File: config.mk
export PLATFORM = sky130hd
export DESIGN_NAME = dcache_line_top
export DESIGN_NICKNAME = d
export VERILOG_FILES = /design/src/logic/dcache_pkg.sv /design/src/logic/dcache_word_bank.sv /design/src/logic/dcache_qword_block.sv /design/src/logic/dcache_sync_seq.sv /design/src/logic/dcache_line_top.sv
export SDC_FILE = /design/constraint.sdc
export NUM_CORES = 1
export LEC_CHECK = 0
export ABC_AREA = 0
export BUFFER_PORTS_ARGS = -buffer_cell sky130_fd_sc_hd__buf_2
export CAP_MARGIN = 10
export CORE_ASPECT_RATIO = 0.75
export CORE_UTILIZATION = 49
export CTS_BUF_LIST = sky130_fd_sc_hd__clkbuf_4
export CTS_CLUSTER_SIZE = 20
export DETAILED_ROUTE_END_ITERATION = 16
export PLACE_DENSITY = 0.68
export SLEW_MARGIN = 20
export SYNTH_ARGS = -nofsm -noshare
export SYNTH_HDL_FRONTEND = slang
export SYNTH_SLANG_ARGS = --single-unit
File: constraint.sdc
create_clock -name clk_i -period 12.3 [get_ports clk_i]
set_input_delay 1.23 -clock clk_i [delete_from_list [all_inputs] [get_ports clk_i]]
set_output_delay 1.23 -clock clk_i [all_outputs]
set_load 0.005 [all_outputs]
File: src/logic/dcache_pkg.sv
package dcache_pkg;

   ////////////////////////////////////////////////////////////////////////////
   // Widths
   ////////////////////////////////////////////////////////////////////////////

   // One row is a quad word
   localparam int WORD_W = 32;
   localparam int LINE_W = 4 * WORD_W;

   ////////////////////////////////////////////////////////////////////////////
   // Enums
   ////////////////////////////////////////////////////////////////////////////

   typedef enum logic [1:0] {
      CMD_NONE  = 2'd0,
      CMD_CLEAN = 2'd1,
      CMD_FILL  = 2'd2
   } dcache_cmd_e;

   typedef enum logic [2:0] {
      S_IDLE,
      S_SCAN,
      S_WB,
      S_REQ,
      S_WAIT
   } seq_state_e;

   ////////////////////////////////////////////////////////////////////////////
   // Structs
   ////////////////////////////////////////////////////////////////////////////

   // CPU side access, wr_addr is a word address
   typedef struct packed {
      logic              rd_en;
      logic [7:0]        rd_row;
      logic [7:0]        wr_addr;
      logic [WORD_W-1:0] wr_data;
      logic [3:0]        wr_be;
   } cpu_req_s;

   // w0 sits in the low bits
   typedef struct packed {
      logic [WORD_W-1:0] w3;
      logic [WORD_W-1:0] w2;
      logic [WORD_W-1:0] w1;
      logic [WORD_W-1:0] w0;
   } line_s;

endpackage

File: src/logic/dcache_word_bank.sv
module dcache_word_bank #(
   parameter int ADDR_WIDTH = 5
) (
   input  logic                           clk_i,
   input  logic                           rd_en_i,
   input  logic [ADDR_WIDTH-3:0]          rd_row_i,
   input  logic [ADDR_WIDTH-3:0]          wr_row_i,
   input  logic [dcache_pkg::WORD_W-1:0]  wr_data_i,
   input  logic [3:0]                     wr_be_i,
   input  logic                           load_en_i,
   input  logic [ADDR_WIDTH-3:0]          load_row_i,
   input  logic [dcache_pkg::WORD_W-1:0]  load_word_i,
   output logic [dcache_pkg::WORD_W-1:0]  rd_word_o
);
   import dcache_pkg::*;

   localparam int ROWS = 2 ** (ADDR_WIDTH - 2);

   // One word per row
   logic [WORD_W-1:0] mem_q [ROWS];

   ////////////////////////////////////////////////////////////////////////////
   // Write port
   ////////////////////////////////////////////////////////////////////////////

   // Line load takes the port over a CPU write
   always_ff @(posedge clk_i) begin
      if (load_en_i) begin
         mem_q[load_row_i] <= load_word_i;
      end else begin
         for (int b = 0; b < 4; b++) begin
            if (wr_be_i[b]) begin
               mem_q[wr_row_i][8*b +: 8] <= wr_data_i[8*b +: 8];
            end
         end
      end
   end

   ////////////////////////////////////////////////////////////////////////////
   // Read port
   ////////////////////////////////////////////////////////////////////////////

   // Registered read, holds the last word when idle
   always_ff @(posedge clk_i) begin
      if (rd_en_i) begin
         rd_word_o <= mem_q[rd_row_i];
      end
   end

endmodule

File: src/logic/dcache_qword_block.sv
module dcache_qword_block #(
   parameter int ADDR_WIDTH = 5
) (
   input  logic                            clk_i,
   input  logic                            rst_i,
   input  logic                            rd_en_i,
   input  logic [ADDR_WIDTH-3:0]           rd_row_i,
   input  dcache_pkg::cpu_req_s            cpu_wr_i,
   input  logic                            load_en_i,
   input  logic [ADDR_WIDTH-3:0]           load_row_i,
   input  dcache_pkg::line_s               load_line_i,
   input  logic                            clean_en_i,
   input  logic [ADDR_WIDTH-3:0]           clean_row_i,
   output dcache_pkg::line_s               rd_line_o,
   output logic [2**(ADDR_WIDTH-2)-1:0]    dirty_o
);
   import dcache_pkg::*;

   localparam int ROW_W = ADDR_WIDTH - 2;
   localparam int ROWS  = 2 ** ROW_W;

   logic [ROWS-1:0]   dirty_q;
   logic [ROW_W-1:0]  wr_row;
   logic [1:0]        wr_sel;
   logic              wr_any;
   logic              load_gated;
   logic [LINE_W-1:0] load_flat;
   logic [LINE_W-1:0] rd_flat;

   // Word address split into row and word select
   assign wr_row = cpu_wr_i.wr_addr[ADDR_WIDTH-1:2];
   assign wr_sel = cpu_wr_i.wr_addr[1:0];
   assign wr_any = |cpu_wr_i.wr_be;

   // Clean rows must never be overwritten by a fill
   assign load_gated = load_en_i & dirty_q[load_row_i];

   assign load_flat = load_line_i;
   assign rd_line_o = rd_flat;
   assign dirty_o   = dirty_q;

   ////////////////////////////////////////////////////////////////////////////
   // Word banks, bank i holds word i of every row
   ////////////////////////////////////////////////////////////////////////////

   for (genvar i = 0; i < 4; i++) begin : g_bank
      logic [3:0] bank_be;

      assign bank_be = (wr_sel == 2'(i)) ? cpu_wr_i.wr_be : 4'b0000;

      dcache_word_bank #(
         .ADDR_WIDTH (ADDR_WIDTH)
      ) i_dcache_word_bank (
         .clk_i       (clk_i),
         .rd_en_i     (rd_en_i),
         .rd_row_i    (rd_row_i),
         .wr_row_i    (wr_row),
         .wr_data_i   (cpu_wr_i.wr_data),
         .wr_be_i     (bank_be),
         .load_en_i   (load_gated),
         .load_row_i  (load_row_i),
         .load_word_i (load_flat[i*WORD_W +: WORD_W]),
         .rd_word_o   (rd_flat[i*WORD_W +: WORD_W])
      );
   end

   ////////////////////////////////////////////////////////////////////////////
   // Dirty bits
   ////////////////////////////////////////////////////////////////////////////

   // All rows start dirty so the first fill loads everything
   always_ff @(posedge clk_i) begin
      if (rst_i) begin
         dirty_q <= '1;
      end else begin
         if (wr_any) begin
            dirty_q[wr_row] <= 1'b1;
         end
         if (load_gated) begin
            dirty_q[load_row_i] <= 1'b0;
         end
         // Data stays, only the flag drops
         if (clean_en_i) begin
            dirty_q[clean_row_i] <= 1'b0;
         end
      end
   end

endmodule

File: src/logic/dcache_sync_seq.sv
module dcache_sync_seq #(
   parameter int ADDR_WIDTH = 5
) (
   input  logic                          clk_i,
   input  logic                          rst_i,
   input  dcache_pkg::dcache_cmd_e       cmd_i,
   input  logic [2**(ADDR_WIDTH-2)-1:0]  dirty_i,
   input  dcache_pkg::line_s             rd_line_i,
   input  dcache_pkg::line_s             mem_line_i,
   input  logic                          mem_valid_i,
   output logic                          busy_o,
   output logic                          scan_rd_en_o,
   output logic [ADDR_WIDTH-3:0]         scan_row_o,
   output logic                          load_en_o,
   output logic [ADDR_WIDTH-3:0]         load_row_o,
   output dcache_pkg::line_s             load_line_o,
   output logic                          clean_en_o,
   output logic [ADDR_WIDTH-3:0]         clean_row_o,
   output logic                          mem_rd_o,
   output logic [ADDR_WIDTH-3:0]         mem_row_o,
   output logic                          mem_wb_o,
   output logic [ADDR_WIDTH-3:0]         mem_wb_row_o,
   output dcache_pkg::line_s             mem_wb_line_o
);
   import dcache_pkg::*;

   localparam int ROW_W = ADDR_WIDTH - 2;
   localparam int ROWS  = 2 ** ROW_W;
   localparam logic [ROW_W-1:0] LAST_ROW = ROW_W'(ROWS - 1);

   seq_state_e  state_q, state_d;
   dcache_cmd_e cmd_q;
   logic [ROW_W-1:0] row_q;
   logic cmd_ok;
   logic row_dirty;
   logic row_done;

   assign cmd_ok    = (cmd_i == CMD_CLEAN) || (cmd_i == CMD_FILL);
   assign row_dirty = dirty_i[row_q];

   // Current row is finished this cycle
   assign row_done = ((state_q == S_SCAN) && !row_dirty) ||
                     (state_q == S_WB) ||
                     ((state_q == S_WAIT) && mem_valid_i);

   always_comb begin
      state_d = state_q;
      case (state_q)
         S_IDLE: if (cmd_ok) state_d = S_SCAN;
         S_SCAN: begin
            if (row_dirty) begin
               state_d = (cmd_q == CMD_CLEAN) ? S_WB : S_REQ;
            end
         end
         S_REQ:   state_d = S_WAIT;
         default: state_d = state_q;
      endcase
      if (row_done) begin
         state_d = (row_q == LAST_ROW) ? S_IDLE : S_SCAN;
      end
   end

   always_ff @(posedge clk_i) begin
      if (rst_i) begin
         state_q <= S_IDLE;
         cmd_q   <= CMD_NONE;
         row_q   <= '0;
      end else begin
         state_q <= state_d;
         if ((state_q == S_IDLE) && cmd_ok) begin
            cmd_q <= cmd_i;
            row_q <= '0;
         end else if (row_done) begin
            row_q <= row_q + 1'b1;
         end
      end
   end

   ////////////////////////////////////////////////////////////////////////////
   // Outputs decoded from state
   ////////////////////////////////////////////////////////////////////////////

   assign busy_o       = (state_q != S_IDLE);
   // Dirty row read for write-back, data is back in S_WB
   assign scan_rd_en_o = (state_q == S_SCAN) && row_dirty && (cmd_q == CMD_CLEAN);
   assign scan_row_o   = row_q;

   assign mem_wb_o      = (state_q == S_WB);
   assign mem_wb_row_o  = row_q;
   assign mem_wb_line_o = rd_line_i;
   assign clean_en_o    = (state_q == S_WB);
   assign clean_row_o   = row_q;

   assign mem_rd_o    = (state_q == S_REQ);
   assign mem_row_o   = row_q;
   assign load_en_o   = (state_q == S_WAIT) && mem_valid_i;
   assign load_row_o  = row_q;
   assign load_line_o = mem_line_i;

endmodule

File: src/logic/dcache_line_top.sv
module dcache_line_top #(
   parameter int ADDR_WIDTH = 5
) (
   input  logic                     clk_i,
   input  logic                     rst_i,
   input  dcache_pkg::cpu_req_s     cpu_req_i,
   output dcache_pkg::line_s        rd_line_o,
   input  dcache_pkg::dcache_cmd_e  cmd_i,
   output logic                     busy_o,
   output logic                     mem_rd_o,
   output logic [ADDR_WIDTH-3:0]    mem_row_o,
   input  dcache_pkg::line_s        mem_line_i,
   input  logic                     mem_valid_i,
   output logic                     mem_wb_o,
   output logic [ADDR_WIDTH-3:0]    mem_wb_row_o,
   output dcache_pkg::line_s        mem_wb_line_o
);
   import dcache_pkg::*;

   localparam int ROW_W = ADDR_WIDTH - 2;
   localparam int ROWS  = 2 ** ROW_W;

   logic             scan_rd_en;
   logic [ROW_W-1:0] scan_row;
   logic             blk_rd_en;
   logic [ROW_W-1:0] blk_rd_row;
   logic             load_en;
   logic [ROW_W-1:0] load_row;
   line_s            load_line;
   logic             clean_en;
   logic [ROW_W-1:0] clean_row;
   logic [ROWS-1:0]  dirty;

   // Sequencer owns the read port while busy
   assign blk_rd_en  = busy_o ? scan_rd_en : cpu_req_i.rd_en;
   assign blk_rd_row = busy_o ? scan_row : cpu_req_i.rd_row[ROW_W-1:0];

   dcache_qword_block #(
      .ADDR_WIDTH (ADDR_WIDTH)
   ) i_dcache_qword_block (
      .clk_i       (clk_i),
      .rst_i       (rst_i),
      .rd_en_i     (blk_rd_en),
      .rd_row_i    (blk_rd_row),
      .cpu_wr_i    (cpu_req_i),
      .load_en_i   (load_en),
      .load_row_i  (load_row),
      .load_line_i (load_line),
      .clean_en_i  (clean_en),
      .clean_row_i (clean_row),
      .rd_line_o   (rd_line_o),
      .dirty_o     (dirty)
   );

   dcache_sync_seq #(
      .ADDR_WIDTH (ADDR_WIDTH)
   ) i_dcache_sync_seq (
      .clk_i         (clk_i),
      .rst_i         (rst_i),
      .cmd_i         (cmd_i),
      .dirty_i       (dirty),
      .rd_line_i     (rd_line_o),
      .mem_line_i    (mem_line_i),
      .mem_valid_i   (mem_valid_i),
      .busy_o        (busy_o),
      .scan_rd_en_o  (scan_rd_en),
      .scan_row_o    (scan_row),
      .load_en_o     (load_en),
      .load_row_o    (load_row),
      .load_line_o   (load_line),
      .clean_en_o    (clean_en),
      .clean_row_o   (clean_row),
      .mem_rd_o      (mem_rd_o),
      .mem_row_o     (mem_row_o),
      .mem_wb_o      (mem_wb_o),
      .mem_wb_row_o  (mem_wb_row_o),
      .mem_wb_line_o (mem_wb_line_o)
   );

endmodule

==> impl_results.md, run 1 <==
- Overflow after GRT: 0
- Port Buffers: around 440
- Max_cap viols: 0
- Largest area contributor in the netlist: edfxtp_1
- Slew @ Worst Pin: 1230 ps
- Final hold vios: 0
- Most frequent cells in the layout: edfxtp_1 (1,152), buf_2 (442), clkbuf_4 (407), mux2_2 (381), mux2i_1 (260)
- Top FF cell, synth: edfxtp_1
- Crit path launch type: register
- Class of the worst hold path: in2reg
- WL final: between 100 and 150 mm
- Global-route wire length before repair: 181 mm
- Crit Path Max Fanout: ~160
- Mapped Area: 46,900 µm²
- Die span in x: approximately 360 µm
- Post-CTS Setup Inserts: 0
- Via density: about 6
- CTS tree: yes
- Global Route Usage Sum: 25.9%
- Worst EP required: 13,140 ps
- Die H: approximately 270 µm
- Number of routed nets with antenna violations: 0
- DRT iter0 DRCs: 3,180
- Core area: 94,200 µm²
- Max clock buf depth: 4
- Synth Area in Adders: 0.0533%
- Syn avg cell area: 17.9 µm²
- CTS H-tree depth: 5
- Worst Setup SP: i_dcache_sync_seq.state_q[2]
- Most common cell after layout, fill and taps aside: edfxtp_1
- Final setup TNS: 0 ps
- Die ar.: around 97,000 µm²
- Worst-Skew Late Latency: 1130 ps
- Post-synthesis sequential area ratio: 74.4%
- Leak: 0.0193 µW
- Vias in the first global route: 27,300
- Final Core Density: between 50% and 60%
- CTS Hold Bufs: 0
- CTS buffer count: 297
- Post-synthesis compound-gate area fraction: 5.85%
- Initial core utilization: 49.8%
- Clk slew on worst S/H paths: 70 ps
- Total chip power: 9250 µW
- RSZ-0062 raised after global routing: false
- Crit path capture type: register
- Multiplexer share of the synthesized area: 15.0%
- Reg2reg setup slack: about 7000 ps
- Clock sinks: 1,168
- Post-cts resize count: 0
- Root cell of the clock tree: clkbuf_4
- XOR/XNOR Fraction of Synth Area: less than 1%
- Seq cells post-synth: about 1,200
- Synth top area share: 73.7%
- Final worst-path cycle share: between 40 and 50%
- EDFF count, synth: 1,152
- Min Tclk post-route: 5390 ps
- HPWL Detailed: 79.7 mm
- Outcome: finished clean
- Syn-to-layout area delta: 13.9%
- Final setup violation count: 0
- Row cnt: 97
- Pin count of the biggest net entering global routing: 160
- Pwr/cell area: 173 nW/µm²
- Initial antenna violation count: 29
- Final Skew: around 73 ps
- Slew Limit Headroom: 17.9%
- Synth Net Count: between 2,000 and 3,000
- Main combinational cell family by area after synthesis: multiplexers
- Vias: 27,200
- Post-DR wirelength/cell: ~27 µm
- Pins Over Slew Limit: 0
- Final GP Congestion: between 0.8 and 0.9
- Type of the worst setup path: reg2reg
- Simple-Gate Fraction of Synth Area: 1.06%
- Drc violations: 0
- Worst EP arrival: 6230 ps
- Cells after Synth: around 2,600
- Max VDD drop: 0.0000992 V
- Library cells used by synthesis: 42
- Layout cells sized above 1: between 40% and 50%
- Worst r2r path cells: 8
- RR Startpoint: i_dcache_sync_seq.state_q[2]
- Drt first pass iters: 8
- # IOs: around 450
- Fmax: 185 MHz
- Asr flop ratio synth: 0%
- Layout Nets: 3,384
- Synth warn: 0
- Top cells by area, synth: edfxtp_1 (74%), mux2_2 (9.1%), mux2i_1 (5.6%), a221oi_1 (2.4%), buf_4 (2.2%)
[registers in the layout (all words and copies together), names as in the netlist]
signal                                                    count
i_dcache_qword_block.dirty_o                                  8
i_dcache_qword_block.g_bank.i_dcache_word_bank.mem_q       1024
i_dcache_qword_block.g_bank.i_dcache_word_bank.rd_word_o    128
i_dcache_sync_seq.clean_row_o                                 3
i_dcache_sync_seq.cmd_q                                       2
i_dcache_sync_seq.state_q                                     3
[cells in the mapped netlist (3+ instances only)]
cell / count
edfxtp_1: 1152
mux2_2: 381
mux2i_1: 261
buf_4: 136
o21ai_0: 130
a221oi_1: 128
o22ai_1: 128
clkbuf_1: 83
buf_2: 58
nand2_1: 20
nand3_1: 20
dfxtp_1: 16
nor2_1: 16
a21oi_1: 12
a211oi_1: 9
mux2_1: 9
nor2b_1: 8
buf_1: 5
buf_6: 5
nand4b_1: 5
a31oi_1: 4
and3_1: 4
and2_1: 3
nand2b_1: 3
nand3b_1: 3
[worst min-delay path by stage]
stage | start | to | slack (ps) | cells past startpoint
finish | cmd_i[1] | i_dcache_sync_seq.cmd_q[1] | 430 | 3
global placement | i_dcache_sync_seq.cmd_q[1] | i_dcache_sync_seq.cmd_q[1] | 480 | 2
detailed placement | i_dcache_qword_block.dirty_o[4] | i_dcache_qword_block.dirty_o[4] | 490 | 2
global route | cmd_i[1] | i_dcache_sync_seq.cmd_q[1] | 400 | 3
CTS | cmd_i[1] | i_dcache_sync_seq.cmd_q[1] | 340 | 3
floorplan | i_dcache_sync_seq.cmd_q[1] | i_dcache_sync_seq.cmd_q[1] | 450 | 2
[kinds of logic after synthesis]
| family | count (synthesis) |
|---|---|
| and+or+nand+nor | 93 |
| buffers and inverters | 290 |
| adders and majority gates | 2 |
| xor gates and xnor gates | 2 |
| muxes | 652 |
| AOI/OAI and AO/OA | 414 |
| DFF | 1168 |
[power breakdown]
group | internal [µW] | switching, µW | leakage [µW] | total (µW)
clock network | 1580 | 1500 | 0.00207 | 3090
logic | 588 | 886 | 0.00667 | 1470
registers | 4620 | 74.6 | 0.0106 | 4690
[metrics by stage]
step | hold slack (ps) | cells | cell area (µm²) | setup slack (ps)
after CTS | 336 | 4614 | 53400 | 6850
after floorplan | 447 | 2621 | 46900 | 1500
after detailed placement | 494 | 4134 | 50000 | 6820
after global placement | 483 | 4134 | 50000 | 6940
final | 434 | 4628 | 53500 | 6910
after global routing | 396 | 4618 | 53400 | 6890
[critical path, stage by stage (launching register included)]
cell and delay, ps:
dfxtp_1 420, nor3_2 910, mux2i_4 380, buf_12 590, buf_12 680, buf_6 740, mux2_2 300, o22ai_1 90
a221oi_1 510
[area by class of cell]
class / count / area, µm²
clock inverter: 73 / 363
timing repair buffer: 564 / 3160
inverter: 2 / 7.51
fill: 7342 / 40700
tap: 1237 / 1550
clock buffer: 407 / 3060
antenna: 14 / 35.0
multi-input combinational: 1163 / 10400
sequential: 1168 / 34900
[per-layer routing]
metal | share of wire (%) | GRT usage (%)
met1 | 39 | 35.0
met3 | 11 | 7.32
met5 | 0.16 | 0
met2 | 47 | 40.0
met4 | 2.9 | 10.2
(Power assumes the default switching activity.)
==> run 2: changes to the inputs <==
--- a/config.mk
+++ b/config.mk
@@ -5,7 +5,7 @@
 export SDC_FILE = /design/constraint.sdc
 export NUM_CORES = 1
 export LEC_CHECK = 0
-export ABC_AREA = 0
+export ABC_AREA = 1
 export BUFFER_PORTS_ARGS = -buffer_cell sky130_fd_sc_hd__buf_2
 export CAP_MARGIN = 10
 export CORE_ASPECT_RATIO = 0.75
@@ -13,7 +13,7 @@
 export CTS_BUF_LIST = sky130_fd_sc_hd__clkbuf_4
 export CTS_CLUSTER_SIZE = 20
 export DETAILED_ROUTE_END_ITERATION = 16
-export PLACE_DENSITY = 0.68
+export PLACE_DENSITY = 0.71
 export SLEW_MARGIN = 20
 export SYNTH_ARGS = -nofsm -noshare
 export SYNTH_HDL_FRONTEND = slang
==> constraint.sdc (replaced) <==
create_clock -name clk_i -period 4.4 [get_ports clk_i]
set_input_delay 0.44 -clock clk_i [delete_from_list [all_inputs] [get_ports clk_i]]
set_output_delay 0.44 -clock clk_i [all_outputs]
set_load 0.005 [all_outputs]
==> impl_results.md, run 2 <==
- Outcome: finished clean
- Final setup TNS: 0 ps
- Global Route Usage Sum: around 27%
- DRT iter0 DRCs: 3,854
- WL final: 137 mm
- Met2 Wirelength: 59.2 mm
- Crit Path Max Fanout: 39
- Library cells used by synthesis: 31
- Cell types with the highest counts after synthesis: edfxtp_1 (1,152), nor2_1 (691), o21ai_0 (492)
- Worst r2r path cells: 12
- Row cnt: 98
- Max_cap viols: 0
- RSZ-0062 raised after global routing: false
- Seq cells post-synth: roughly 1,200
- Initial core utilization: 49.8%
- Vias: 32,900
- Synth Net Count: 3,849
- Root cell of the clock tree: clkbuf_4
- Met3 WL: 14.1 mm
- Top cells by area, synth: edfxtp_1 (72%), nor2_1 (5.4%), o21ai_0 (5.1%), o22ai_1 (3.4%), mux2_2 (3.2%)
- CTS H-tree depth: 5
- Worst EP required: 5130 ps
- CTS buffer count: 297
- Slew Limit Headroom: 23.9%
- Clk slew on worst S/H paths: 80 ps
- Min Tclk post-route: 3900 ps
- Syn avg cell area: 13.1 µm²
- Worst-Skew Late Latency: 1180 ps
- Type of the worst setup path: reg2reg
- Synth top area share: 72.2%
- Largest area contributor in the netlist: edfxtp_1
- Biggest register: i_dcache_qword_block.g_bank.i_dcache_word_bank.mem_q
- Reg2reg setup slack: 500 ps
- Leak: 0.0195 µW
- Mapped Area: between 40,000 and 50,000 µm²
- Crit path capture type: register
- Hold WS: 104 ps
- Cells after Synth: roughly 3,700
- Layout Nets: ~4,500
- Max reg flops: 1,024
- Layout cells sized above 1: 25.0%
- Initial antenna violation count: 20
- Top FF cell, synth: edfxtp_1
- Fmax: 256 MHz
- Die ar.: 99,000 µm²
- CTS tree: yes
- Drt first pass iters: 6
- M1 WL: about 58 mm
- Post-synthesis sequential area ratio: ~73%
- Placed cell count: 5,095
- EDFF count, synth: 1,152
- Post-DR wirelength/cell: between 20 and 25 µm
- Slew @ Worst Pin: 1140 ps
- Class of the worst hold path: in2reg
- Pins Over Slew Limit: 0
- Clock sinks: 1,168
- Global-route wire length before repair: 196 mm
- Core area: a little under 100,000 µm²
- Final setup violation count: 0
- Pin count of the biggest net entering global routing: 257
- Max clock buf depth: 4
- Syn-to-layout area delta: 16.0%
- Crit path launch type: register
- Die span in x: ~360 µm
- Final GP Congestion: 0.874
- # IOs: approximately 450
- Fin cells: between 5,000 and 6,000
- Final worst-path cycle share: 88.7%
- Hold Crit Depth: 3
- Top sig layer: met5
- Number of routed nets with antenna violations: 0
- Most frequent cells in the layout: edfxtp_1 (1,152), nor2_1 (691), o21ai_0 (490), buf_2 (442), clkbuf_4 (398)
- Total chip power: 34,500 µW
- Synth warn: 0
- Vias in the first global route: 30,600
- Via density: around 5.7
- Asr flop ratio synth: 0%
- Final hold vios: 0
- Max VDD drop: 0.000701 V
- Most common cell after layout, fill and taps aside: edfxtp_1
- Drc violations: 0
- Worst EP arrival: between 4000 and 5000 ps
- Die H: 273 µm
- Count leader, synth: edfxtp_1
- Overflow after GRT: 0
- Pwr/cell area: between 600 and 700 nW/µm²
- Port Buffers: 442
- Final Skew: 86.5 ps
- HPWL Detailed: 82.8 mm
run 2: power by group:
part           switching (µW)  internal, µW
clock                    4210          4230
combinational            7620          4080
sequential                437         13900
run 2: path summary, 6_finish.rpt:
kind	from	endpoint
worst max-delay path	i_dcache_sync_seq.clean_row_o[0]	register
worst min register to register	i_dcache_sync_seq.cmd_q[1]	i_dcache_sync_seq.cmd_q[1]
worst max register to register	i_dcache_sync_seq.clean_row_o[0]	register
worst min-delay path	cpu_req_i[22]	register
run 2: area by class of cell:
cell class,instances,area [µm²]
clock inverter,74,318
tap,1300,1630
antenna,28,70.1
sequential,1168,34900
timing repair buffer,676,4560
multi-input combinational,2105,11000
inverter,27,114
clock buffer,398,2990
fill,7712,40600
run 2: timing repair:
item,4_1_cts,5_1_grt
hold endpoints to repair,1059,0
setup buffers,0,0
hold buffers,180,0
gates resized for setup,0,0
run 2: per-layer routing:
metal | global-route usage, % | vias up
li1 | - | 14700
met1 | 39.7 | 15800
met2 | 38.3 | 1953
met3 | 6.49 | 345
met4 | 12.4 | 10
met5 | 0 | -
run 2: cell families after synthesis:
family	Yosys count	synth area share (%)
compound gates	807	9.23
xor+xnor	1	0.0183
fa+ha+maj	2	0.0522
buf+inv	388	4.35
flops	1168	72.9
mux	160	3.76
simple gates	1135	9.70
run 2: worst max-delay path, cell delays in order (launching register included):
cell and delay [ps]:
dfxtp_1 590, inv_2 250, nand4_1 160, nand2_1 60, nor2_1 160, nand2_2 100, nand2_4 220, o21ai_4 310
nand2_1 390, nand2_1 80, nand2_1 200, nand3_2 240, nor2_1 710
run 2: per-stage QoR:
step / utilization (%) / setup WS [ps] / instance area, µm²
floorplan: - / 803 / 47900
global placement: 52.4 / 750 / 50400
detailed placement: 52.4 / 643 / 50400
CTS: 57.7 / 636 / 55500
global route: 57.8 / 345 / 55500
finish: 57.8 / 495 / 55600
